===== src/hdl/audio_dma_pkg.sv =====
/* Shared widths, TLP constants and stream structs for the audio DMA uplink.
   Only 3DW memory writes with 32-bit addresses are covered. */
`default_nettype none

package audio_dma_pkg;

  localparam int BEAT_W           = 128;               // stream data width
  localparam int SAMPLE_W         = 16;
  localparam int SAMPLES_PER_BEAT = BEAT_W / SAMPLE_W; // 8 samples per beat

  typedef logic [BEAT_W-1:0]   beat_t;
  typedef logic [SAMPLE_W-1:0] sample_t;
  typedef logic [31:0]         dma_addr_t;
  typedef logic [7:0]          bus_num_t;
  typedef logic [4:0]          dev_num_t;

  // command stream from the host side
  typedef struct packed {
    logic  valid;
    beat_t data;
    logic  last;
  } in_beat_t;

  // TLP stream towards the core, valid travels beside it
  typedef struct packed {
    beat_t data;
    logic  last;
  } out_beat_t;

  // fmt 010, type 00000
  localparam logic [7:0]  MWR32_FMT_TYPE   = 8'h40;
  localparam logic [11:0] CMD_ADDR_OFFSET  = 12'h110; // next DMA buffer address
  localparam logic [11:0] CMD_CLEAR_OFFSET = 12'h130; // drop config and flush
  localparam logic [7:0]  MWR_TAG          = 8'h01;
  localparam logic [3:0]  BYTE_EN_ALL      = 4'hF;    // first and last DW BE

endpackage

`default_nettype wire


===== src/hdl/cmd_decoder.sv =====
/* Decodes 1-DW memory writes from the host into DMA configuration.
   The header beat is the first valid beat after an idle cycle, the payload beat follows it.
   A write takes effect two cycles after its payload beat. */
`default_nettype none

module cmd_decoder (
  input  logic                     clk,
  input  logic                     rstn,
  input  audio_dma_pkg::in_beat_t  cmd,
  output audio_dma_pkg::dma_addr_t addr0,
  output logic                     armed,
  output logic                     clear
);
  import audio_dma_pkg::*;

  localparam int NUM_SLOTS = 4;
  localparam int ROT_W     = $clog2(NUM_SLOTS);

  logic             valid_q;
  logic             valid_q2;
  beat_t            data_q;
  logic             hdr_hit;
  logic             is_wr1;
  logic             addr_wr_q;
  logic             clr_q;
  dma_addr_t        payload;
  dma_addr_t        slot_q [NUM_SLOTS];
  logic [ROT_W-1:0] rot_q;

  assign hdr_hit = valid_q && !valid_q2;  // rising edge of valid
  assign is_wr1  = hdr_hit && (data_q[31:24] == MWR32_FMT_TYPE) && (data_q[9:0] == 10'd1);
  // host dword arrives byte-swapped
  assign payload = {data_q[7:0], data_q[15:8], data_q[23:16], data_q[31:24]};
  assign addr0   = slot_q[0];

  always_ff @(posedge clk) begin
    if (!rstn) begin
      valid_q  <= 1'b0;
      valid_q2 <= 1'b0;
    end else begin
      valid_q  <= cmd.valid;
      valid_q2 <= valid_q;
    end
  end

  always_ff @(posedge clk) begin
    data_q <= cmd.data;
  end

  // flags line up with the payload beat sitting in data_q
  always_ff @(posedge clk) begin
    if (!rstn) begin
      addr_wr_q <= 1'b0;
      clr_q     <= 1'b0;
    end else begin
      addr_wr_q <= is_wr1 && (data_q[75:64] == CMD_ADDR_OFFSET);
      clr_q     <= is_wr1 && (data_q[75:64] == CMD_CLEAR_OFFSET);
    end
  end

  always_ff @(posedge clk) begin
    if (!rstn || clr_q) begin
      for (int i = 0; i < NUM_SLOTS; i++) begin
        slot_q[i] <= '0;
      end
      rot_q <= '0;
    end else if (addr_wr_q) begin
      slot_q[rot_q] <= payload;  // slots filled in rotation
      rot_q         <= rot_q + 1'b1;
    end
  end

  always_ff @(posedge clk) begin
    if (!rstn) begin
      clear <= 1'b0;
    end else begin
      clear <= clr_q;  // same cycle as the slot wipe
    end
  end

  always_comb begin
    armed = 1'b1;
    for (int i = 0; i < NUM_SLOTS; i++) begin
      if (slot_q[i] == '0) begin
        armed = 1'b0;  // any empty slot holds off capture
      end
    end
  end

endmodule

`default_nettype wire


===== config.mk =====
export PLATFORM = sky130hd
export DESIGN_NAME = cmd_decoder
export DESIGN_NICKNAME = d
export VERILOG_FILES = /design/src/hdl/audio_dma_pkg.sv /design/src/hdl/cmd_decoder.sv
export SDC_FILE = /design/constraint.sdc
export NUM_CORES = 1
export LEC_CHECK = 0
export BUFFER_PORTS_ARGS = -buffer_cell sky130_fd_sc_hd__buf_2
export CORE_UTILIZATION = 52
export CTS_CLUSTER_SIZE = 8
export DETAILED_ROUTE_END_ITERATION = 8
export PLACE_DENSITY = 0.79
export SETUP_SLACK_MARGIN = 0.2
export SLEW_MARGIN = 25
export SYNTH_ARGS = -nofsm -noshare
export SYNTH_HDL_FRONTEND = slang
export SYNTH_SLANG_ARGS = --single-unit

===== constraint.sdc =====
create_clock -name clk -period 4.1 [get_ports clk]
set_input_delay 0.615 -clock clk [delete_from_list [all_inputs] [get_ports clk]]
set_output_delay 0.615 -clock clk [all_outputs]
set_load 0.01 [all_outputs]

== After elaboration in Yosys (flattened, before gate mapping) ==
Memories as Yosys holds them, arrays and structs flattened.
Index checks and enable logic that the tools add are counted.

* Register bits after elaboration: 83
* RAM bits: 128
* Memories: 1
* Bits of input ports: 132

* Eq/ne operators: 4
* Reduce and logical (&&, ||, !) cells: 13
* Add/subtract/negate cells: 1
* Mux-type cells: 12

{| class="wikitable"
|+ Memory list
! memory !! depth !! bits a word !! rd ports !! clocked after Yosys merged registers in !! write ports !! RTL line !! source
|-
| slot_q || 4 || 32 || 4 || 0 || 4 || cmd_decoder.sv:27 || <nowiki>dma_addr_t slot_q [NUM_SLOTS];</nowiki>
|}

{| class="wikitable"
|+ Operator list
! cell !! number
|-
| zero test 32 bit || 4
|-
| two-way mux 32 bit || 1
|-
| OR reduction 32 bit || 1
|-
| equality test 12 x 9 -> 1 bit (second input constant) || 2
|-
| equality test 10 x 1 -> 1 bit (second input constant) || 1
|-
| two-way mux 1 bit || 10
|-
| equality test 8 x 7 -> 1 bit (second input constant) || 1
|-
| logical AND 1 bit || 5
|-
| adder 2 x 1 -> 2 bit (second input constant) || 1
|-
| zero test 1 bit || 2
|-
| two-way mux 2 bit || 1
|-
| logical OR 1 bit || 1
|}

== Longest topological paths before layout ==
* Word-level depth: 6
* Mapped depth: 6
* Depth with buffers taken out: 4

== Least setup slack after synthesis ==
OpenSTA, ideal clock, no wires.

* Path kind: register to register
* Start point: reg rot_q[0]
* End point: mem slot_q[1][0] (netlist bit), enable pin
* Library setup time: 466 ps
* Data required time: 3634 ps
* Cell stages (with the launch flop): 3
* Arrival time: 2903 ps
* Path buffers: 0
* Setup slack: 731 ps
* Path through: dfxtp_1 -> nand2_1 -> o21ai_0

{| class="wikitable"
|+ RTL lines
! what !! RTL line !! source
|-
| start: declaration || cmd_decoder.sv:28 || <nowiki>logic [ROT_W-1:0] rot_q;</nowiki>
|-
| start signal: assignment || cmd_decoder.sv:69 || <nowiki>rot_q <= rot_q + 1'b1;</nowiki>
|-
| end: declaration || cmd_decoder.sv:27 ||
|}

==> impl_metrics.json <==
{
  "yosysWarnings": 0,
  "synth.area.mux_share_pct": 0,
  "tns_ns": 0,
  "ys.flop_type": "edfxtp_1",
  "fillCellCount": 813,
  "cts.repair.resized": 0,
  "max-vdd-ir-drop_v": 0.000316,
  "regArea_sq_um": 4870,
  "initial_core_util_pct": 54.2,
  "cp_num_buf_inv": 1,
  "path_cells": "nor4_1, nand4_1, o22ai_1, nor2_1, buf_2",
  "crit_arrival_ns": 1.88,
  "start_kind": "register",
  "cpLargestDelayFamily": "simple AND/OR/NAND/NOR gates",
  "power_density_nw_per_um2": 523,
  "ant_nets": 0,
  "cts_htree_levels": 4,
  "rows": 39,
  "min_path_type": "input port to register",
  "cp_max_fo": 1,
  "dr.pass1.iters": 7,
  "grt_pass1_vias": 3410,
  "comb_power_share_pct": 2.2,
  "holdBufCountCts": 0,
  "drive_above_1_share_pct": 24.8,
  "die-area_sq_um": 12600,
  "via_count": 3409,
  "dr.first_iter.drc_count": 277,
  "crit_path_end_kind": "output port",
  "p_int_mw": 3.16,
  "antenna_found_initial": 0,
  "clk-insertion-delay-late_ns": 0.42,
  "violations": "design-rule violations",
  "relSlewSlack_pct": 36.7,
  "ys_seq_elements": 179,
  "track_usage_pct": 18.5,
  "synth_area_per_cell_sq_um": 15.7,
  "grt_pass1_wl_mm": 17.3,
  "required_ns": 3.48,
  "drc_errors": 3,
  "chipWidth_um": 112,
  "fin_crit_ns": 2.49,
  "crit_type": "register to output port",
  "cts_tree": "done",
  "area_delta_synth_final_pct": 18.7,
  "finalCritPeriodShare_pct": 60.7,
  "ys_async_sr_fraction_pct": 0,
  "setup_viol": 0,
  "synth-simple-area-share_pct": 20.2,
  "routed_wl_mm": 10.9,
  "syn_nets": 532,
  "grt_max_degree": 38,
  "postCtsSetupBuffers": 0,
  "hold_viol": 0,
  "pwr-share-clk_pct": 45.7,
  "coreArea_sq_um": 11600,
  "synth_top_family_by_area": "simple AND/OR/NAND/NOR gates",
  "hold-worst-slack_ns": 0.292,
  "critical-path-max-stage-delay_ns": 0.45,
  "clk_pin_slew_ns": 0.07,
  "cts_sinks": 179,
  "p_leak_nw": 3.01,
  "clock_skew_ns": 0.00867,
  "top_level_ports": 166,
  "final_max_slew_viol_count": 0,
  "diodes": 0,
  "synth-seq-area-share_pct": 77.3,
  "syn_inst": 400,
  "rsz0062_at_grt": "no",
  "yosysUniqueCellTypes": 25,
  "slowest_stage": "nor4_1",
  "synth_edf_count": 128,
  "netlist_area_sq_um": 6300,
  "dp_hpwl_mm": 7.09,
  "swShare_pct": 19.2,
  "cts_max_path_buffers": 2,
  "fin_nets": 620,
  "cap_violations": 0,
  "cts_root_buf": "clkbuf_16",
  "wire_per_inst_um": 16.9,
  "p_seq_share_pct": 52.1,
  "synth_compound_area_share_pct": 0.278,
  "gp_congestion": 0.741,
  "worst_slew_pin_slew_ns": 0.948,
  "vias_per_cell": 5.29,
  "fmax_mhz": 401,
  "port-buffer-count": 80,
  "p_switching_uw": 752,
  "multiInputGateArea_sq_um": 1310,
  "synth-xor-area-share_pct": 0.278,
  "die_h_um": 112,
  "grt_overflow": 0,
  "synth_fa_ha_area_share_pct": 0,
  "numCtsBuffers": 17,
  "status": "finished with violations"
}
[worst register-to-register path, stage by stage (launching register included)]
cell      delay, ns
dfxtp_1        0.32
and2b_2        0.59
nand2_4        0.16
nor3_4         0.13
buf_4          0.30
nand2b_1       0.15
buf_4          0.40
[stage by stage]
step                instance area, sq um  worst slack, ns  power, mW  cells  util (%)
floorplan                           6300            0.731       2.10    400         -
global placement                    6800             1.11       2.16    612      58.6
detailed placement                  6800             1.00       2.17    612      58.6
CTS                                 7470             1.33       3.93    644      64.4
global route                        7480             1.49       4.02    644      64.4
finish                              7480             1.61       3.91    644      64.4
[area by class of cell]
| type | count | share of cell area (%) |
|---|---|---|
| Inverter | 1 | 0.0502 |
| Sequential cell | 179 | 65.1 |
| Timing Repair Buffer | 86 | 5.96 |
| Clock buffer | 18 | 6.03 |
| Tap cell | 143 | 2.39 |
| Multi-Input combinational cell | 203 | 17.5 |
| Clock inverter | 14 | 2.95 |
[registers in the layout (all words and copies together) (netlist names)]
name	count
slot_q	128
data_q	44
rot_q	2
addr_wr_q	1
clear	1
clr_q	1
valid_q	1
valid_q2	1
[power groups by stage]
stage	clock [mW]	combinational, mW	sequential, mW
floorplan	0	0.0343	2.07
global route	1.88	0.0942	2.05
CTS	1.80	0.0876	2.04
finish	1.79	0.0865	2.04
detailed placement	0	0.0872	2.08
global placement	0	0.0822	2.07
[routing by layer]
layer / track usage (%) / vias to the layer above / share of wire, %
li1: - / 1653 / -
met1: 22.5 / 1631 / 42
met2: 31.0 / 109 / 51
met3: 4.37 / 16 / 5.0
met4: 9.69 / 0 / 1.9
met5: 0 / - / 0
[layout by cell type, fill, tap and decap left out, drive strengths merged, types with 4 or more instances in the layout]
cell type / n
inv: 5
nor4: 37
nor4b: 4
and2: 99
dfxtp: 51
nand4: 9
buf: 86
and3: 32
clkinv: 5
clkbuf: 18
edfxtp: 128
nor2: 4
nand2: 4
bufinv: 5
[synthesized netlist by cell type (2+ instances only)]
master | instances | area [sq um]
buf_6 | 7 | 78.8
nor4_1 | 37 | 231
nor2_1 | 4 | 15.0
clkbuf_2 | 3 | 15.0
nand2b_1 | 2 | 12.5
nor4b_1 | 4 | 35.0
nor3b_4 | 2 | 37.5
dfxtp_1 | 51 | 1020
and3_1 | 32 | 200
o22ai_1 | 2 | 12.5
nand4_1 | 9 | 56.3
edfxtp_1 | 128 | 3840
and2_1 | 99 | 619
nand3_1 | 2 | 10.0
nand2_1 | 3 | 11.3
clkbuf_1 | 6 | 22.5
[logic make-up after synthesis]
logic type      after synthesis
buf+inv                      18
compound gates                3
xor+xnor                      2
flops                       179
simple gates                198
[final timing paths]
kind                 startpoint       endpoint  slack [ns]  cells past startpoint
setup / recovery  slot_q[2][25]          armed        1.61                      5
hold / removal          cmd[11]     data_q[10]        0.29                      1
setup reg to reg          clr_q  slot_q[0][14]        1.69                      6
hold reg to reg      data_q[69]      addr_wr_q        0.44                      1
Power figures use the tool's default switching activity.
