File: config.mk
export PLATFORM = sky130hd
export DESIGN_NAME = mwr_fsm
export DESIGN_NICKNAME = d
export VERILOG_FILES = /design/src/hdl/audio_dma_pkg.sv /design/src/hdl/mwr_fsm.sv
export SDC_FILE = /design/constraint.sdc
export NUM_CORES = 1
export LEC_CHECK = 0
export ABC_AREA = 1
export BUFFER_PORTS_ARGS = -buffer_cell sky130_fd_sc_hd__buf_2
export CAP_MARGIN = 15
export CORE_AREA = 2 2 124 126
export DETAILED_ROUTE_END_ITERATION = 10
export DIE_AREA = 0 0 126 128
export PLACE_DENSITY = 0.72
export SYNTH_ARGS = -nofsm -noshare
export SYNTH_HDL_FRONTEND = slang
export SYNTH_SLANG_ARGS = --single-unit
export TNS_END_PERCENT = 5
File: constraint.sdc
create_clock -name clk -period 3.6 [get_ports clk]
set_input_delay 0.54 -clock clk [delete_from_list [all_inputs] [get_ports clk]]
set_output_delay 0.54 -clock clk [all_outputs]
set_load 0.01 [all_outputs]
File: src/hdl/audio_dma_pkg.sv
/* Shared widths, TLP constants and stream structs for the audio DMA uplink.
   Only 3DW memory writes with 32-bit addresses are covered. */
`default_nettype none

package audio_dma_pkg;

  localparam int BEAT_W           = 128;               // stream data width
  localparam int SAMPLE_W         = 16;
  localparam int SAMPLES_PER_BEAT = BEAT_W / SAMPLE_W; // 8 samples per beat

  typedef logic [BEAT_W-1:0]   beat_t;
  typedef logic [SAMPLE_W-1:0] sample_t;
  typedef logic [31:0]         dma_addr_t;
  typedef logic [7:0]          bus_num_t;
  typedef logic [4:0]          dev_num_t;

  // command stream from the host side
  typedef struct packed {
    logic  valid;
    beat_t data;
    logic  last;
  } in_beat_t;

  // TLP stream towards the core, valid travels beside it
  typedef struct packed {
    beat_t data;
    logic  last;
  } out_beat_t;

  // fmt 010, type 00000
  localparam logic [7:0]  MWR32_FMT_TYPE   = 8'h40;
  localparam logic [11:0] CMD_ADDR_OFFSET  = 12'h110; // next DMA buffer address
  localparam logic [11:0] CMD_CLEAR_OFFSET = 12'h130; // drop config and flush
  localparam logic [7:0]  MWR_TAG          = 8'h01;
  localparam logic [3:0]  BYTE_EN_ALL      = 4'hF;    // first and last DW BE

endpackage

`default_nettype wire

File: src/hdl/mwr_fsm.sv
/* Sends one 3DW MWr TLP per TLP_DW/4 stored beats, header first.
   The next FIFO word is prefetched so data beats leave back to back. */
`default_nettype none

module mwr_fsm #(
  parameter int TLP_DW  = 16,
  parameter int FIFO_AW = 6
) (
  input  logic                      clk,
  input  logic                      rstn,
  input  logic                      clear,
  input  logic                      armed,
  input  logic [FIFO_AW:0]          level,
  input  audio_dma_pkg::beat_t      rd_data,
  output logic                      rd_en,
  input  audio_dma_pkg::dma_addr_t  tlp_addr,
  input  logic                      final_beat,
  output logic                      start,
  output logic                      step,
  input  audio_dma_pkg::bus_num_t   bus_num,
  input  audio_dma_pkg::dev_num_t   dev_num,
  output audio_dma_pkg::out_beat_t  tlp,
  output logic                      tlp_valid,
  input  logic                      tlp_ready
);
  import audio_dma_pkg::*;

  localparam int NBEAT = TLP_DW / 4;

  typedef enum logic [1:0] {S_IDLE, S_HDR, S_DATA} state_t;

  state_t state_q;
  beat_t  hdr;
  beat_t  data_q;
  logic   last_q;
  logic   accept;
  logic   go;

  assign accept = tlp_valid && tlp_ready;
  assign go     = (state_q == S_IDLE) && armed && (level >= (FIFO_AW + 1)'(NBEAT));
  assign start  = (state_q == S_HDR) && accept;
  assign step   = (state_q == S_DATA) && accept;
  // one pop ahead of each load, none once the last word is fetched
  assign rd_en  = go || (start && (NBEAT > 1)) || (step && !final_beat && !last_q);
  assign tlp    = '{data: data_q, last: last_q};

  always_comb begin
    hdr          = '0;
    hdr[9:0]     = 10'(TLP_DW);
    hdr[31:24]   = MWR32_FMT_TYPE;
    hdr[35:32]   = BYTE_EN_ALL;
    hdr[39:36]   = BYTE_EN_ALL;
    hdr[47:40]   = MWR_TAG;
    hdr[63:48]   = {bus_num, dev_num, 3'b000};  // function 0
    hdr[95:64]   = tlp_addr;
  end

  always_ff @(posedge clk) begin
    if (!rstn || clear) begin
      state_q   <= S_IDLE;
      tlp_valid <= 1'b0;
      last_q    <= 1'b0;
    end else begin
      case (state_q)
        S_IDLE: if (go) begin
          state_q   <= S_HDR;
          tlp_valid <= 1'b1;
        end
        S_HDR: if (accept) begin
          state_q <= S_DATA;
          last_q  <= (NBEAT == 1);
        end
        S_DATA: if (accept) begin
          if (last_q) begin
            state_q   <= S_IDLE;
            tlp_valid <= 1'b0;
            last_q    <= 1'b0;
          end else begin
            last_q <= final_beat;
          end
        end
        default: state_q <= S_IDLE;
      endcase
    end
  end

  always_ff @(posedge clk) begin
    if (go) begin
      data_q <= hdr;
    end else if (start || (step && !last_q)) begin
      data_q <= rd_data;  // prefetched word
    end
  end

endmodule

`default_nettype wire

# Word level (Yosys, flattened, before mapping)
# Index checks and enable logic that the tools add are counted.
totals:
  out_inout_bits: 133
  inputBits: 186
  word_cells: 49
  register_bits: 132
op_classes:
  muxes: 15
  n_eq_ne: 6
  magnitude_cmp: 1
  n_reduce_logical: 22
op_table:
  columns: ["operator", "count"]
  rows:
  - ["$mux W96", 2]
  - ["$logic_and A1 B1 Y1", 8]
  - ["$mux W2", 4]
  - ["$ne A2 B2 Y1 const B", 4]
  - ["$reduce_and A4 Y1", 2]
  - ["$ge A7 B3 Y1 const B", 1]
  - ["$mux W1", 6]
  - ["$pmux W2 S3", 1]
  - ["$reduce_bool A2 Y1", 3]
  - ["$logic_or A1 B1 Y1", 4]
  - ["$pmux W1 S2", 2]
  - ["$logic_not A1 Y1", 3]
  - ["$reduce_and A3 Y1", 1]
  - ["$eq A2 B1 Y1 const B", 1]
  - ["$eq A2 B2 Y1 const B", 1]
  - ["$logic_not A2 Y1", 1]

# Depth between registers and ports, before layout
# Gate-level depths: netlist of the first run.
logic_depth:
  depth_word: 6
  mapped_depth: 8
  mapped_depth_nobuf: 6

# Least setup slack after synthesis of the first run
# No wires, ideal clock.
synth_timing:
  kind: "input-to-reg"
  start: "input port level[4]"
  end: "register data_q[51] (enable)"
  arrival_ns: 2.381
  setup_ns: 0.679
  stages: 7
  slack_ns: 0.539
  required_ns: 2.921
  n_path_buf: 3
  path_cell_list: "nor2_1 -> nand3b_1 -> clkbuf_1 -> nand2_2 -> buf_4 -> buf_2 -> nand3_1"
synth_between:
  elab_chain_cells: 3
synth_lines:
  columns: ["element", "line_no", "text"]
  rows:
  - ["start, declared", "mwr_fsm.sv:13", "input logic [FIFO_AW:0] level,"]
  - ["$ge A7 B3 Y1", "mwr_fsm.sv:40", "assign go = (state_q == S_IDLE) && armed && (level >= (FIFO_AW + 1)'(NBEAT));"]
  - ["$logic_and A1 B1 Y1", "mwr_fsm.sv:40", null]
  - ["$reduce_bool A2 Y1 (no source line)", null, null]
  - ["end signal, assigned", "mwr_fsm.sv:89", "data_q <= hdr;"]
  - ["end signal, assigned", "mwr_fsm.sv:91", "data_q <= rd_data;"]
  - ["end, declared", "mwr_fsm.sv:34", "beat_t data_q;"]
# Every way passes these cells.
# A chain may end at the register's enable or synchronous reset.

# Worst setup path after layout of the first run
layout_timing:
  start: "register tlp_valid"
  end: "output port rd_en"
layout_between:
  elab_chain_cells: 5
  elab_cells_between_ends: 7
  cone_classes: "reduce/logical (7)"
layout_lines:
  columns: ["element", "line_no", "text"]
  rows:
  - ["start, declared", "mwr_fsm.sv:23", "output logic tlp_valid,"]
  - ["start signal, assigned", "mwr_fsm.sv:61", "tlp_valid <= 1'b0;"]
  - ["start signal, assigned", "mwr_fsm.sv:67", "tlp_valid <= 1'b1;"]
  - ["start signal, assigned", "mwr_fsm.sv:76", "tlp_valid <= 1'b0;"]
  - ["$logic_and A1 B1 Y1 *", "mwr_fsm.sv:39", "assign accept = tlp_valid && tlp_ready;"]
  - ["$logic_and A1 B1 Y1", "mwr_fsm.sv:42", "assign step = (state_q == S_DATA) && accept;"]
  - ["$logic_and A1 B1 Y1 (2 in a row)", "mwr_fsm.sv:44", "assign rd_en = go || (start && (NBEAT > 1)) || (step && !final_beat && !last_q);"]
  - ["$logic_or A1 B1 Y1 *", "mwr_fsm.sv:44", null]
  - ["end, declared", "mwr_fsm.sv:15", "output logic rd_en,"]
# Every way passes the cells marked *; elsewhere a longest branch is shown, timed or not.

==> impl_metrics.json, run 1 <==
{
  "status": "completed",
  "cts_tree": "done",
  "grt_usage": 0.200,
  "synth_seq_cells": 132,
  "grt_most_used_layer": "met2",
  "timing.reg2reg.setup_slack_ps": 1510,
  "ys_seq_area_frac": 0.532,
  "drt_wl_total_um": 16700,
  "p_leak_nw": 4.39,
  "crit_path_end_kind": "primary output",
  "synth_top_area_frac": 0.300,
  "syn_nets": 944,
  "finClkSkew_ps": 6.47,
  "crit_type": "flop to primary output",
  "cts_max_level": 4,
  "synth_top_family_by_area": "simple AND/OR/NAND/NOR gates",
  "vias": 5856,
  "ant_nets": 0,
  "synth_edf_count": 45,
  "critPathMaxFanout": 38,
  "firstDrtPassIters": 7,
  "use_met1": 0.225,
  "setup_violations": 0,
  "drive_above_1_share": 0.342,
  "io_buffer_count": 316,
  "syn_area_mm2": 0.00581,
  "clk_path_buf_depth": 2,
  "worstPathArrival_ps": 1920,
  "clkSinkCount": 132,
  "place.gp.congestion": 0.777,
  "pin_count": 319,
  "maxSlewViolCount": 0,
  "grt_pass1_vias": 5284,
  "coreArea_mm2": 0.0149,
  "async_flop_share": 0,
  "cts_resized": 0,
  "critPathRequiredTime_ps": 3060,
  "hold_viol": 0,
  "synth.distinct_cells": 20,
  "die_x_um": 126,
  "path_clk_slew_ps": 50,
  "fmax_mhz": 407,
  "synth_simple_gate_area_frac": 0.298,
  "synthAdderAreaFrac": 0,
  "ctsHoldBuffers": 0,
  "synth_compound_area_frac": 0.0676,
  "dp_hpwl_um": 11600,
  "initial_core_util": 0.391,
  "gr-usage-met2": 0.342,
  "synth_cells": 758,
  "final.setup.tns_ps": 0,
  "vias_per_cell": 4.71,
  "grt_pass1_wl_um": 25800,
  "drcViolationCount": 0,
  "worst_slew_pin_slew_ps": 718,
  "synth_xor_area_frac": 0,
  "rsz0062_at_grt": "false",
  "final_cell_mix": "buf_2, nand2_1, nand3_1",
  "synth-warning-count": 0,
  "slew-limit-headroom": 0.521,
  "synth_top_area_cell": "dfxtp_1",
  "min_period_over_period": 0.683,
  "layout.cells.non_filler": 1243,
  "grt_max_degree": 152,
  "drt_iter0_drc": 310,
  "root_buffer": "clkbuf_16",
  "syn_avg_cell_area_um2": 7.67,
  "clk_latency_ps": 410,
  "synthToLayoutAreaGrowth_pct": 38.1,
  "fin_crit_ps": 2460,
  "utilization": 0.540,
  "maxCapViolations": 0,
  "dp.cells": 1211,
  "synth_ff_type": "dfxtp_1",
  "numCtsBuffers": 17,
  "pwr_density_cell_mw_per_mm2": 447,
  "wl_per_cell_um": 13.5,
  "startpoint_type": "flop",
  "max-vdd-ir-drop_mv": 0.262,
  "antenna_found_initial": 2,
  "core.rowCount": 45,
  "finalNetCount": 1228,
  "die_h_um": 128,
  "overflow": 0,
  "synth_area_leaders": "dfxtp_1, edfxtp_1, nand3_1, nand2_1, a21oi_1",
  "final_common_cell": "buf_2",
  "post-cts-setup-buffers": 0,
  "hold_path_class": "primary input to flop",
  "muxShareOfSynthArea": 0,
  "dieArea_mm2": 0.0161,
  "use_met3": 0.0822
}
[synthesized netlist by cell type (2+ instances only)]
library cell,number
a21oi_1,76
buf_1,6
buf_2,30
buf_4,7
clkbuf_1,17
dfxtp_1,87
edfxtp_1,45
inv_1,80
inv_2,2
nand2_1,180
nand2_2,2
nand3_1,142
nor2_1,77
[stage by stage]
step | hold WS [ps] | setup slack [ps] | area (um2) | total power (W)
final | 329 | 1140 | 8030 | 0.00359
after floorplan | 481 | 539 | 5810 | 0.00179
after global routing | 316 | 1030 | 8030 | 0.00374
after CTS | 314 | 1130 | 8030 | 0.00363
after detailed placement | 467 | 1230 | 7460 | 0.00196
after global placement | 455 | 1240 | 7460 | 0.00196
[where the power goes]
group / switching (W) / internal [W] / leakage, nW
combinational: 0.000167 / 0.000139 / 2.95
clock: 0.000604 / 0.00106 / 0.280
sequential: 0.0000157 / 0.00160 / 1.15
total: 0.000787 / 0.00280 / 4.39
[final timing paths]
kind | from | end | cells after the start
hold / removal | rd_data[39] | data_q[39] | 3
setup / recovery | tlp_valid | rd_en | 5
hold reg to reg | tlp_valid | tlp_valid | 2
setup reg to reg | tlp_valid | data_q[69] | 5
[registers in the layout, indices dropped and copies added (netlist names)]
name / cells
tlp_valid: 1
data_q: 128
state_q: 2
last_q: 1
[cell families (layout without fill, tap and decap cells)]
family / count (synthesis) / after routing
other: 0 / 2
flip-flops: 132 / 132
AND/OR/NAND/NOR: 406 / 406
AO/OA/AOI/OAI: 78 / 78
buffers and inverters: 142 / 437
[per-layer routing]
layer	vias up	routed length [um]
met4	0	353
met5	-	0
met3	23	1590
li1	2995	-
met2	237	8230
met1	2601	6570
[critical path, cell delays in order (launching register included)]
cell,delay (ps)
dfxtp_1,350
nand2_1,100
inv_1,170
nand3_4,400
o211ai_1,310
buf_2,180
[final cells by class]
class                      count  area (um2)
fill                        1452        6830
timing repair buffer         325        1670
multi-input combinational    484        2150
inverter                      82         308
clock inverter                 4        45.0
antenna                        2        5.00
sequential                   132        3090
clock buffer                  26         522
tap                          188         235
Power figures use the tool's default switching activity.
==> run 2: changes to the inputs <==
--- a/config.mk
+++ b/config.mk
@@ -11,7 +11,7 @@
 export CORE_AREA = 2 2 124 126
 export DETAILED_ROUTE_END_ITERATION = 10
 export DIE_AREA = 0 0 126 128
-export PLACE_DENSITY = 0.72
+export PLACE_DENSITY = 0.75
 export SYNTH_ARGS = -nofsm -noshare
 export SYNTH_HDL_FRONTEND = slang
 export SYNTH_SLANG_ARGS = --single-unit
==> constraint.sdc (replaced) <==
create_clock -name clk -period 2.2 [get_ports clk]
set_input_delay 0.33 -clock clk [delete_from_list [all_inputs] [get_ports clk]]
set_output_delay 0.33 -clock clk [all_outputs]
set_load 0.01 [all_outputs]
==> impl_metrics.json, run 2 (synthesis gave the netlist of run 1 again) <==
{
  "die_x_um": 126,
  "root_buffer": "clkbuf_16",
  "use_met1": 0.242,
  "pin_count": 319,
  "pwr_density_cell_mw_per_mm2": 774,
  "sw_frac_of_total": 0.214,
  "clk_path_buf_depth": 2,
  "cts_tree": "done",
  "slew-limit-headroom": 0.634,
  "path_delay_family": "flip-flops",
  "status": "completed",
  "largest_reg_flops": 128,
  "worstPathArrival_ps": 1580,
  "numCtsBuffers": 17,
  "wl_per_cell_um": 13.1,
  "dp_hpwl_um": 11500,
  "clkSinkCount": 132,
  "crit_path_end_kind": "primary output",
  "startpoint_type": "flop",
  "crit_slowest_cell": "dfxtp_1",
  "combPwrFrac": 0.081,
  "rsz0062_at_grt": "false",
  "overflow": 0,
  "pwr-share-seq": 0.418,
  "grt_max_degree": 137,
  "final_common_cell": "buf_2",
  "cts_resized": 0,
  "synthToLayoutAreaGrowth_pct": 40.8,
  "hold_viol": 0,
  "grt_pass1_vias": 5106,
  "p_leak_nw": 4.46,
  "min_period_over_period": 0.870,
  "path_cells": "nand2_1, inv_1, nand3_4, o211ai_1, buf_2",
  "io_buffer_count": 316,
  "fin_crit_ps": 1910,
  "vias_per_cell": 4.69,
  "grt_usage": 0.196,
  "maxCapViolations": 0,
  "place.gp.congestion": 0.787,
  "setup_violations": 0,
  "final_cell_mix": "buf_2, nand2_1, nand3_1",
  "drt_wl_total_um": 16300,
  "p_int_w": 0.00498,
  "power_switching_w": 0.00136,
  "firstDrtPassIters": 4,
  "final.setup.tns_ps": 0,
  "use_met3": 0.0584,
  "dieArea_mm2": 0.0161,
  "finalNetCount": 1232,
  "top_regs": "data_q: 128 flops, state_q: 2 flops",
  "crit_type": "flop to primary output",
  "vias": 5858,
  "post-cts-setup-buffers": 0,
  "clk_latency_ps": 410,
  "clkPwrFrac": 0.501,
  "hold_path_class": "primary input to flop",
  "critPathRequiredTime_ps": 1870,
  "maxSlewViolCount": 0,
  "drive_above_1_share": 0.348,
  "ant_nets": 0,
  "drt_iter0_drc": 271,
  "worst_slew_pin_slew_ps": 549,
  "coreArea_mm2": 0.0149,
  "fmax_mhz": 522,
  "cpPeakStageDelay_ps": 350,
  "cts_max_level": 4,
  "grt_pass1_wl_um": 25400,
  "grt_most_used_layer": "met2",
  "top_register": "data_q",
  "critPathMaxFanout": 10,
  "die_h_um": 128,
  "path_clk_slew_ps": 60,
  "drcViolationCount": 0,
  "finClkSkew_ps": 3.95,
  "max-vdd-ir-drop_mv": 0.497,
  "core.rowCount": 45,
  "finalPower_w": 0.00634,
  "ctsHoldBuffers": 0,
  "gr-usage-met2": 0.326,
  "worst-path-buf-inv": 2,
  "initial_core_util": 0.391,
  "antenna_found_initial": 1
}
[run 2: layer usage]
layer  vias up  wire length, um
met5         -                0
met4         0              289
met3        20             1330
met2       225             8000
met1      2608             6710
li1       3005                -
[run 2: final cells by class]
cell class,instances,area (um2)
Antenna cell,1,2.50
Timing Repair Buffer,329,1730
Sequential cell,132,3090
Fill cell,1388,6680
Multi-Input combinational cell,484,2160
Tap cell,188,235
Clock buffer,18,429
Clock inverter,14,233
Inverter,82,308
[run 2: worst min-delay path, delay by kind of cell]
| family | cells | cell delay [ps] |
|---|---|---|
| and+or+nand+nor | 2 | 90 |
| buffers and inverters | 1 | 70 |
[run 2: power by group through the flow]
| stage | Combinational (W) | Clock, W | Sequential [W] |
|---|---|---|---|
| CTS | 0.000517 | 0.00324 | 0.00265 |
| floorplan | 0.000173 | 0 | 0.00275 |
| global route | 0.000567 | 0.00335 | 0.00266 |
| finish | 0.000511 | 0.00318 | 0.00265 |
| global placement | 0.000512 | 0 | 0.00270 |
| detailed placement | 0.000516 | 0 | 0.00270 |
[run 2: worst paths after layout]
kind / start / slack (ps) / cells after the start / to
setup reg to reg: tlp_valid / 510 / 7 / data_q[10]
setup / recovery: tlp_valid / 290 / 5 / rd_en
hold reg to reg: tlp_valid / 470 / 2 / tlp_valid
hold / removal: rd_data[33] / 120 / 3 / data_q[33]
[run 2: per-stage QoR]
step | setup slack, ps | cells | util | hold slack (ps) | area, um2
2_1_floorplan | 275 | 758 | - | 443 | 5830
3_3_place_gp | 399 | 1215 | 0.506 | 450 | 7520
3_5_place_dp | 394 | 1215 | 0.506 | 456 | 7520
4_1_cts | 269 | 1247 | 0.551 | 98.3 | 8180
5_1_grt | 149 | 1248 | 0.551 | 122 | 8190
6_report | 286 | 1248 | 0.551 | 116 | 8190
