===== config.mk =====
export PLATFORM = sky130hd
export DESIGN_NAME = tlp_beat_counter
export DESIGN_NICKNAME = d
export VERILOG_FILES = /design/src/hdl/audio_dma_pkg.sv /design/src/hdl/tlp_beat_counter.sv
export SDC_FILE = /design/constraint.sdc
export NUM_CORES = 1
export LEC_CHECK = 0
export BUFFER_PORTS_ARGS = -buffer_cell sky130_fd_sc_hd__buf_2
export CAP_MARGIN = 30
export CORE_ASPECT_RATIO = 1.5
export CORE_MARGIN = 2
export CORE_UTILIZATION = 25
export DETAILED_ROUTE_END_ITERATION = 6
export RECOVER_POWER = 50
export SLEW_MARGIN = 5
export SYNTH_ARGS = -nofsm -noshare
export SYNTH_HDL_FRONTEND = slang
export SYNTH_SLANG_ARGS = --single-unit

===== constraint.sdc =====
create_clock -name clk -period 2 [get_ports clk]
set_input_delay 0.1 -clock clk [delete_from_list [all_inputs] [get_ports clk]]
set_output_delay 0.1 -clock clk [all_outputs]
set_load 0.005 [all_outputs]

===== src/hdl/audio_dma_pkg.sv =====
/* Shared widths, TLP constants and stream structs for the audio DMA uplink.
   Only 3DW memory writes with 32-bit addresses are covered. */
`default_nettype none

package audio_dma_pkg;

  localparam int BEAT_W           = 128;               // stream data width
  localparam int SAMPLE_W         = 16;
  localparam int SAMPLES_PER_BEAT = BEAT_W / SAMPLE_W; // 8 samples per beat

  typedef logic [BEAT_W-1:0]   beat_t;
  typedef logic [SAMPLE_W-1:0] sample_t;
  typedef logic [31:0]         dma_addr_t;
  typedef logic [7:0]          bus_num_t;
  typedef logic [4:0]          dev_num_t;

  // command stream from the host side
  typedef struct packed {
    logic  valid;
    beat_t data;
    logic  last;
  } in_beat_t;

  // TLP stream towards the core, valid travels beside it
  typedef struct packed {
    beat_t data;
    logic  last;
  } out_beat_t;

  // fmt 010, type 00000
  localparam logic [7:0]  MWR32_FMT_TYPE   = 8'h40;
  localparam logic [11:0] CMD_ADDR_OFFSET  = 12'h110; // next DMA buffer address
  localparam logic [11:0] CMD_CLEAR_OFFSET = 12'h130; // drop config and flush
  localparam logic [7:0]  MWR_TAG          = 8'h01;
  localparam logic [3:0]  BYTE_EN_ALL      = 4'hF;    // first and last DW BE

endpackage

`default_nettype wire


===== src/hdl/tlp_beat_counter.sv =====
/* Tracks progress through one TLP and the running write address.
   final_beat flags that the beat waiting at the FIFO output is the packet's last. */
`default_nettype none

module tlp_beat_counter #(
  parameter int TLP_DW = 16
) (
  input  logic                     clk,
  input  logic                     rstn,
  input  logic                     clear,
  input  logic                     start,
  input  logic                     step,
  input  audio_dma_pkg::dma_addr_t base,
  output logic                     final_beat,
  output audio_dma_pkg::dma_addr_t tlp_addr
);
  import audio_dma_pkg::*;

  localparam int NBEAT = TLP_DW / 4;
  localparam int CNT_W = $clog2(NBEAT + 1);

  logic [CNT_W-1:0] cnt_q;     // beats loaded for output so far
  dma_addr_t        offset_q;

  always_ff @(posedge clk) begin
    if (!rstn || clear) begin
      cnt_q    <= '0;
      offset_q <= '0;
    end else if (start) begin
      cnt_q <= CNT_W'(1);  // first data beat goes out with the header accept
    end else if (step) begin
      if (cnt_q == CNT_W'(NBEAT)) begin
        cnt_q    <= '0;
        offset_q <= offset_q + dma_addr_t'(TLP_DW * 4);  // next packet slot
      end else begin
        cnt_q <= cnt_q + 1'b1;
      end
    end
  end

  assign final_beat = (cnt_q == CNT_W'(NBEAT - 1));
  assign tlp_addr   = base + offset_q;

endmodule

`default_nettype wire


---- After elaboration in Yosys (flattened, before gate mapping) ----
Cells that the tools add are included.
storage, ports and cells
  register bits ........................... 35
  bits in latches ......................... 0
  memory bits (writable) .................. 0
  memory bits (read-only) ................. 0
  bits of input ports ..................... 37
  output and inout port bits .............. 33
  logic and storage cells ................. 17
  memories ................................ 0
cells by class
  $add $sub $neg .......................... 3
  $mul .................................... 0
  divide/modulo/power cells ............... 0
  magnitude comparators ................... 0
  equality and inequality tests ........... 2
  shift operators ......................... 0
  muxes and demuxes ....................... 3
  bitwise operators ....................... 1
  reduce and logical (&&, ||, !) cells .... 5
operators by type and width
  kind                                            count
  adder 32 bit                                    1
  adder 32 x 7 -> 32 bit (second input constant)  1
  adder 3 x 1 -> 3 bit (second input constant)    1
  == test 3 x 2 -> 1 bit (second input constant)  1
  == test 3 bit (second input constant)           1
  two-way mux 3 bit                               1
  AND reduction 3 bit                             1
  two-way mux 1 bit                               2
  nonzero test 2 bit                              1
  OR reduction 2 bit                              1
  zero test 1 bit                                 1
  logical OR 1 bit                                1
  NOT 1 bit                                       1

---- Longest topological paths before layout ----
Gate-level depths: netlist of the first run.
  depth after elaboration ................. 4
  gate-level depth with buffers ........... 10
  depth with buffers taken out ............ 10

---- Worst setup path after synthesis of the first run ----
OpenSTA, ideal clock, no wires.
  path kind ............................... register to output
  start ................................... register offset_q[6]
  end ..................................... output tlp_addr[28]
  arrival time ............................ 2.146 ns
  data required time ...................... 1.900 ns
  path slack .............................. -0.246 ns
  cell stages (with the launch flop) ...... 11
  path buffers ............................ 0
  cell sequence ........................... dfxtp_1 ha_1 inv_1 fa_1 nor2b_1 o2111ai_1 nand2_1 a221oi_1 a31o_2 o21ai_0 xor2_1
between the ends
  word-level cells in the longest chain between the ends .. 1
ends and longest elaborated chain
  what                    RTL line                text
  start, declared         tlp_beat_counter.sv:23  dma_addr_t offset_q;
  start signal, assigned  tlp_beat_counter.sv:34  offset_q <= offset_q + dma_addr_t'(TLP_DW * 4);
  adder 32 bit            tlp_beat_counter.sv:42  assign tlp_addr = base + offset_q;
  end, declared           tlp_beat_counter.sv:15  output audio_dma_pkg::dma_addr_t tlp_addr
Every way passes these cells.

---- Worst setup path in the final report of the first run ----
  start ................................... register offset_q[7]
  end ..................................... output tlp_addr[29]
The elaborated chain is that of the path after synthesis.

==> results of run 1 <==
area by class of cell:
cell class | instances | area [um2] | share of cell area [%]
clock buffers | 7 | 143 | 3.39
inverters | 13 | 48.8 | 1.16
multi-input cells | 275 | 2200 | 52.2
flip-flops and latches | 29 | 589 | 14.0
well taps | 144 | 180 | 4.28
repair buffers | 154 | 1050 | 25.0
cells in the mapped netlist (2+ instances only):
cell type and instances:
xor2_1 24, or3_1 5, clkbuf_1 6, o21bai_1 3
nor3_1 5, nand4_4 2, xnor2_1 20, nand4_1 10
o21ai_0 15, nand2_1 27, o21a_1 2, a21o_1 10
a31oi_1 5, nor2b_1 2, dfxtp_1 29, nor2_1 40
and3_1 5, inv_1 13, buf_4 7, clkbuf_2 2
a21oi_1 33, nand3_1 13, ha_1 29, a221oi_1 3
state kept, by name, summed over array words and instances (netlist names):
| name | flops |
|---|---|
| cnt_q | 3 |
| offset_q | 26 |
per-stage QoR:
stage	utilization (%)	instances
floorplan	-	334
global route	40.2	622
CTS	38.4	618
detailed placement	35.2	598
finish	40.2	622
global placement	35.2	598
critical path, stage by stage, from the launching register on:
cell and delay, ns:
dfxtp_2 0.34, ha_4 0.26, a21oi_2 0.06, nand4b_1 0.20, a21o_1 0.26, o311ai_4 0.34, a31oi_2 0.17, o41ai_2 0.26
xor2_1 0.18, buf_2 0.13
report_power, final:
| group | internal, mW | leakage [nW] | switching, mW |
|---|---|---|---|
| Combinational | 0.123 | 1.66 | 0.126 |
| Sequential | 0.579 | 0.236 | 0.000883 |
| Clock | 0.488 | 0.0700 | 0.256 |
| Total | 1.19 | 1.96 | 0.383 |
routing by layer:
layer / GRT usage [%] / routed length [um]
met3: 1.96 / 208
met1: 14.0 / 3070
met4: 4.46 / 142
met5: 0 / 0
met2: 27.9 / 4450
cell families after synthesis:
logic type | Yosys count | synth area share, %
adders and majority gates | 30 | 14.4
buffers and inverters | 30 | 5.37
DFF | 29 | 21.9
xor gates and xnor gates | 44 | 14.5
AOI/OAI and AO/OA | 81 | 20.0
muxes | 1 | 0.377
and+or+nand+nor | 119 | 23.4
worst max-delay path by stage:
stage / startpoint / to / depth (start not counted)
floorplan: offset_q[6] / tlp_addr[28] / 10
global route: offset_q[7] / tlp_addr[29] / 9
CTS: offset_q[7] / tlp_addr[29] / 9
finish: offset_q[7] / tlp_addr[29] / 9
detailed placement: offset_q[7] / tlp_addr[29] / 9
global placement: offset_q[7] / tlp_addr[29] / 9
timing repair:
| item | CTS | global route |
|---|---|---|
| endpoints found under the setup margin | 21 | 28 |
| resized for setup | 25 | 34 |
| buffers inserted | 13 | 8 |
| pin swaps | 17 | 16 |
==> impl_metrics.toml, run 1 <==
[worst_setup_path]
path_class = "flop to output pin"
startpoint_type = "flop"
r2r-end = "offset_q[31]"
timing.rr.start = "cnt_q[1]"
critPathMaxFanout = 4
cp.required_ns = 1.90
arrival_ns = 2.48
end_kind = "output pin"
r2r_slack_ns = 0.04
reg2reg_depth = 9

[clocking]
hold_buffers = 0
numClockSinks = 29
cts_max_level = 2
path_clk_slew_ns = 0.05
tritoncts = "done"
clockBufferDepth = 2
cts_made_buffers = 5
worstSkewPairLatency_ns = 0.27
cts_root_buf = "clkbuf_16"

[synth]
synth_cell_types = 48
netlist_instances = 334
yosys.area.top_type_share_pct = 21.9
yosys_warnings = 0
syn_avg_cell_area_um2 = 7.95
synthFlopType = "dfxtp_1"
syn-cell-area_um2 = 2650
ys_ff_latch = 29
yosys.area.top_type = "dfxtp_1"
synth-edff-count = 0
synth_fp_nets = 401
async_reset_ff_share_pct = 0
yosys-top-cells-area = "dfxtp_1, ha_1, xor2_1, xnor2_1, a21oi_1"
seq_area_frac_synth_pct = 21.9

[power]
power.density_nw_per_um2 = 374
p_leak_nw = 1.96
max-vdd-ir-drop_mv = 0.294
p_total_mw = 1.57

[floorplan]
initial_core_util_pct = 25.3
rows = 46
coreArea_um2 = 10500
die_height_um = 130
die_area_um2 = 11500
num_io_pins = 70
die_w_um = 88.1

[detailed_routing]
wl_um = 7870
routed_via_density = 4.60
num_vias = 2862
post-route-drc-count = 0
drt_iter0_drc = 58
drtAntennaViolNets = 0
first_pass_iters = 4
wl_per_cell_um = 12.7

[hold_path]
worstHoldPathType = "input port to flop"
holdPathEnd = "cnt_q[1]"
hp-start = "start"
whs_path_depth = 2

[timing]
period_needed_ns = 2.58
fin_crit_sh_pct = 129
final-hold-violation-count = 0
rsz0062_at_grt = "yes"
setup_violations = 21
max_freq_mhz = 388
skew_ns = 0.00503
maxSlewHeadroom_pct = 70.3
worstMarginPinSlew_ns = 0.442
final_max_slew_viol_count = 0
worst_slack_ns = -0.578
whs_ns = 0.0433
final.setup.tns_ns = -7.62

[placement]
io_buffer_count = 57
hpwl_um = 6250
post-place-ws_ns = -0.267
gp_congestion = 0.888
dpl_cell_area_um2 = 3690

[layout]
fin_nets = 545
syn2layout_area_growth_pct = 58.5
final_common_cell = "buf_4"
antenna_cells = 0
nFillCells = 1105
layout_common_cells = "buf_4, buf_2, nor2_1"
layout-drive-gt1-share_pct = 44.6
finalInstanceArea_um2 = 4210

[global_route]
grt_max_degree = 30
grt_usage_pct = 13.8
first_global_vias = 2910
antenna_found_initial = 0
grt_first_pass_wirelength_um = 12500
gr-total-overflow = 0

[job]
cap_violations = 0

[run_status]
status = "finished with violations"
violations = "negative setup slack"
No activity file was read; power rests on OpenSTA's default activity.
==> run 2: changes to the inputs <==
--- a/config.mk
+++ b/config.mk
@@ -7,7 +7,7 @@
 export LEC_CHECK = 0
 export BUFFER_PORTS_ARGS = -buffer_cell sky130_fd_sc_hd__buf_2
 export CAP_MARGIN = 30
-export CORE_ASPECT_RATIO = 1.5
+export CORE_ASPECT_RATIO = 1.25
 export CORE_MARGIN = 2
 export CORE_UTILIZATION = 25
 export DETAILED_ROUTE_END_ITERATION = 6
==> run 2 against run 1 <==
Net effect:
- total power is 1.5% lower
- first-iteration DRC count rose by 24%
- clock skew is 0.0025 ns lower
- register-to-register slack barely moved
- worst setup slack improved by 0.0095 ns
- largest cell class unchanged
- routed wire length is 4.9% lower
- the run still ends with negative setup slack left
- final cell count fell by 3.2%
==> impl_metrics.toml, run 2 (synthesized netlist as in run 1, its figures left out) <==
[clocking]
path_clk_slew_ns = 0.05
hold_buffers = 0
tritoncts = "done"
clockBufferDepth = 2
cts_made_buffers = 5
numClockSinks = 29
cts_root_buf = "clkbuf_16"
worstSkewPairLatency_ns = 0.28
cts_max_level = 2

[timing]
skew_ns = 0.00251
setup_violations = 21
fin_crit_sh_pct = 128
rsz0062_at_grt = "yes"
worstMarginPinSlew_ns = 0.432
worst_slack_ns = -0.568
maxSlewHeadroom_pct = 70.9
final_max_slew_viol_count = 0
final-hold-violation-count = 0
period_needed_ns = 2.57
max_freq_mhz = 389

[layout]
top_regs = "offset_q (26), cnt_q (3)"
regMostFlops = "offset_q"
utilization_pct = 38.7
layout_common_cells = "buf_4, buf_2, nor2_1"
finalInstanceArea_um2 = 4050
layout-drive-gt1-share_pct = 43.4
fin_nets = 536
antenna_cells = 0
final_common_cell = "buf_4"
largest_register_ffs = 26
syn2layout_area_growth_pct = 52.5
fin_cells = 602

[floorplan]
rows = 42
coreArea_um2 = 10500
num_io_pins = 70
die_w_um = 96.2
initial_core_util_pct = 25.4
die_height_um = 119
die_area_um2 = 11500

[power]
max-vdd-ir-drop_mv = 0.266
p_switching_mw = 0.389
p_leak_nw = 1.90
p_comb_share_pct = 16.1
cell_internal_pwr_mw = 1.16
pwr-share-seq_pct = 37.4
p_clk_share_pct = 46.5
p_total_mw = 1.55
power.density_nw_per_um2 = 383
switching_share_pct = 25.1

[global_route]
grt_first_pass_wirelength_um = 12100
first_global_vias = 2718
gr-total-overflow = 0
antenna_found_initial = 0
grt_usage_pct = 13.2
grt_max_degree = 30

[hold_path]
whs_path_depth = 2
holdPathEnd = "cnt_q[1]"
worstHoldPathType = "input port to flop"
hp-start = "start"

[worst_setup_path]
reg2reg_depth = 9
path_class = "flop to output pin"
r2r-end = "offset_q[31]"
cp.required_ns = 1.90
end_kind = "output pin"
arrival_ns = 2.47
critPathMaxFanout = 4
startpoint_type = "flop"
r2r_slack_ns = 0.04
timing.rr.start = "cnt_q[1]"

[detailed_routing]
wl_um = 7490
drt_iter0_drc = 72
post-route-drc-count = 0
first_pass_iters = 6
num_vias = 2824
wl_per_cell_um = 12.4
drtAntennaViolNets = 0
routed_via_density = 4.69

[run_status]
status = "finished with violations"
violations = "negative setup slack"

[placement]
gp_congestion = 0.836
dpl.cell_count = 586
hpwl_um = 5980
dpl_cell_area_um2 = 3670
io_buffer_count = 57

[job]
cap_violations = 0
## run 2: cell count changes in the layout (fill, tap and decap cells not counted), moves of 2 or more
cell | before | now
buf_4 | 89 | 83
buf_6 | 9 | 5
a221oi_2 | 2 | 4
a221oi_4 | 2 | 0
a31oi_1 | 2 | 4
a31oi_4 | 2 | 0
clkinv_2 | 0 | 2
o21ai_0 | 9 | 11
## run 2: routing by layer
metal,part of all wire (%),vias up,wire (um),global-route usage (%)
met4,1.9,0,144,4.82
li1,-,1452,-,-
met3,3.0,10,223,1.64
met1,40,1311,3030,14.9
met5,0,-,0,0
met2,55,51,4090,24.6
## run 2: per-stage QoR
stage | worst slack, ns | setup TNS (ns) | hold WS (ns)
floorplan | -0.0662 | -0.178 | 0.179
global placement | -0.237 | -2.22 | 0.200
detailed placement | -0.305 | -2.96 | 0.200
CTS | -0.586 | -7.66 | 0.0346
global route | -0.685 | -10.66 | 0.0595
finish | -0.568 | -8.06 | 0.0377
## run 2: timing repair
item | in CTS | in global routing
endpoints found under the setup margin | 24 | 31
endpoints found under the hold margin | 0 | 0
gates cloned | 0 | 0
gates resized for setup | 23 | 22
buffers inserted | 2 | 6
pin swaps | 20 | 14
## run 2: final cells by class
class                      count  area (um2)
clock buffer                   6         129
clock inverter                 2        10.0
fill                        1055        6410
inverter                      13        48.8
multi-input combinational    275        2140
sequential                    29         591
tap                          132         165
timing repair buffer         145         965
## run 2: worst max path at each step
stage	from	endpoint	slack [ns]	depth (start not counted)
6_report	offset_q[7]	tlp_addr[31]	-0.57	9
5_1_grt	offset_q[7]	tlp_addr[29]	-0.68	9
4_1_cts	offset_q[7]	tlp_addr[29]	-0.59	9
3_5_place_dp	offset_q[7]	tlp_addr[29]	-0.31	9
3_3_place_gp	offset_q[6]	tlp_addr[28]	-0.24	11
2_1_floorplan	offset_q[6]	tlp_addr[28]	-0.07	10
## run 2: critical path, stage by stage (launching register included)
cell	delay [ns]
dfxtp_2	0.33
ha_4	0.26
a21oi_2	0.05
nand4b_1	0.20
a21o_1	0.26
o311ai_4	0.35
nand2_1	0.12
a221oi_2	0.32
xnor2_1	0.17
buf_2	0.14
## run 2: power by group through the flow
stage / Clock [mW] / Sequential (mW) / Combinational [mW]
2_1_floorplan: 0 / 0.591 / 0.118
3_3_place_gp: 0 / 0.591 / 0.231
3_5_place_dp: 0 / 0.591 / 0.233
4_1_cts: 0.740 / 0.579 / 0.238
5_1_grt: 0.764 / 0.579 / 0.274
6_report: 0.720 / 0.580 / 0.249
==> run 3: changes to the inputs <==
--- a/config.mk
+++ b/config.mk
@@ -12,6 +12,7 @@
 export CORE_UTILIZATION = 25
 export DETAILED_ROUTE_END_ITERATION = 6
 export RECOVER_POWER = 50
+export SKIP_CTS_REPAIR_TIMING = 1
 export SLEW_MARGIN = 5
 export SYNTH_ARGS = -nofsm -noshare
 export SYNTH_HDL_FRONTEND = slang
==> run 3 against run 2 <==
Net effect:
- the flow still finishes with violations (negative setup slack)
- worst hold slack gained 0.0038 ns
- utilization increased by 0.39 points
- clock-buffer cell count unchanged
==> impl_metrics.toml, run 3 (synthesized netlist as in run 1, its figures left out) <==
[run_status]
status = "finished with violations"
violations = "negative setup slack"

[clocking]
path_clk_slew_ns = 0.05
cts_root_buf = "clkbuf_16"
cts_max_level = 2
clockBufferDepth = 2
numClockSinks = 29
cts_made_buffers = 5
worstSkewPairLatency_ns = 0.28
tritoncts = "done"

[timing]
max_freq_mhz = 392
rsz0062_at_grt = "yes"
whs_ns = 0.0415
maxSlewHeadroom_pct = 76.3
final.setup.tns_ns = -7.48
skew_ns = 0.00288
setup_violations = 21
period_needed_ns = 2.55
worstMarginPinSlew_ns = 0.351
final-hold-violation-count = 0
fin_crit_sh_pct = 128
worst_slack_ns = -0.551
final_max_slew_viol_count = 0

[global_route]
grt_usage_pct = 13.1
grt_first_pass_wirelength_um = 12000
gr-total-overflow = 0
first_global_vias = 2700
grt_max_degree = 30
antenna_found_initial = 0

[layout]
fin_nets = 538
largest_register_ffs = 26
final_common_cell = "buf_4"
utilization_pct = 39.1
layout_common_cells = "buf_4, buf_2, nor2_1"
top_regs = "offset_q (26), cnt_q (3)"
syn2layout_area_growth_pct = 54.1
fin_cells = 604
nFillCells = 1058
antenna_cells = 0
layout-drive-gt1-share_pct = 44.1
regMostFlops = "offset_q"

[worst_setup_path]
arrival_ns = 2.45
end_kind = "output pin"
critPathCapture = "tlp_addr[29]"
r2r_slack_ns = 0.02
path_class = "flop to output pin"
reg2reg_depth = 9
startpoint_type = "flop"
critPathMaxFanout = 4
r2r-end = "offset_q[31]"
timing.rr.start = "cnt_q[0]"
critPathLaunch = "offset_q[7]"
cp.required_ns = 1.90

[detailed_routing]
post-route-drc-count = 0
first_pass_iters = 6
wl_met3_um = 206
routed.top_layer = "met4"
wl_met2_um = 4120
routed_via_density = 4.68
drt_iter0_drc = 83
wl_um = 7570
drtAntennaViolNets = 0
wl_per_cell_um = 12.5
num_vias = 2827
wl_met1_um = 3090

[floorplan]
die_area_um2 = 11500
die_height_um = 119
die_w_um = 96.2
rows = 42
coreArea_um2 = 10500
initial_core_util_pct = 25.4
num_io_pins = 70

[power]
max-vdd-ir-drop_mv = 0.263
p_leak_nw = 1.91
power.density_nw_per_um2 = 379

[hold_path]
hp-start = "start"
worstHoldPathType = "input port to flop"

[placement]
gp_congestion = 0.836
io_buffer_count = 57
dpl.cell_count = 586
hpwl_um = 5980

[job]
cap_violations = 0
## run 3: cell count changes in the layout (fill, tap and decap cells not counted), sizes merged
cell / change
buf: +2
## run 3: power breakdown
| part | internal, mW | switching [mW] | leakage [nW] |
|---|---|---|---|
| clock | 0.456 | 0.263 | 0.0706 |
| combinational | 0.125 | 0.125 | 1.61 |
| sequential | 0.579 | 0.00117 | 0.237 |
## run 3: critical path: stages, from the launching register on
cell and delay, ns:
dfxtp_2 0.33, ha_4 0.26, a21oi_2 0.05, nand4b_1 0.20
a21o_1 0.26, o311ai_4 0.34, a31oi_2 0.18, o41ai_2 0.24
xor2_1 0.18, buf_2 0.13
## run 3: cell type report
cell class	count	area [um2]	share of cell area [%]
multi-input cells	275	2170	53.0
clock inverters	2	10.0	0.245
clock buffers	6	129	3.15
well taps	132	165	4.04
inverters	13	48.8	1.19
repair buffers	147	980	24.0
flip-flops and latches	29	591	14.4
## run 3: through the flow
| stage | worst slack, ns | cell area, um2 | total power [mW] |
|---|---|---|---|
| after CTS | -0.617 | 3810 | 1.55 |
| after detailed placement | -0.305 | 3670 | 0.824 |
| after global routing | -0.682 | 4090 | 1.62 |
| after global placement | -0.237 | 3670 | 0.822 |
| final | -0.551 | 4090 | 1.55 |
| after floorplan | -0.0662 | 2710 | 0.709 |
## run 3: routing by layer
| metal | track usage, % | up-vias |
|---|---|---|
| met5 | 0 | - |
| met4 | 4.82 | 0 |
| met3 | 1.64 | 10 |
| met2 | 24.3 | 43 |
| met1 | 14.8 | 1314 |
| li1 | - | 1460 |
## run 3: worst min-delay path by stage
stage                  endpoint  slack (ns)  cells past startpoint
floorplan              cnt_q[1]        0.18                      1
global placement    tlp_addr[0]        0.20                      0
detailed placement  tlp_addr[0]        0.20                      0
CTS                    cnt_q[2]        0.04                      2
global route           cnt_q[1]        0.07                      2
finish                 cnt_q[1]        0.04                      2
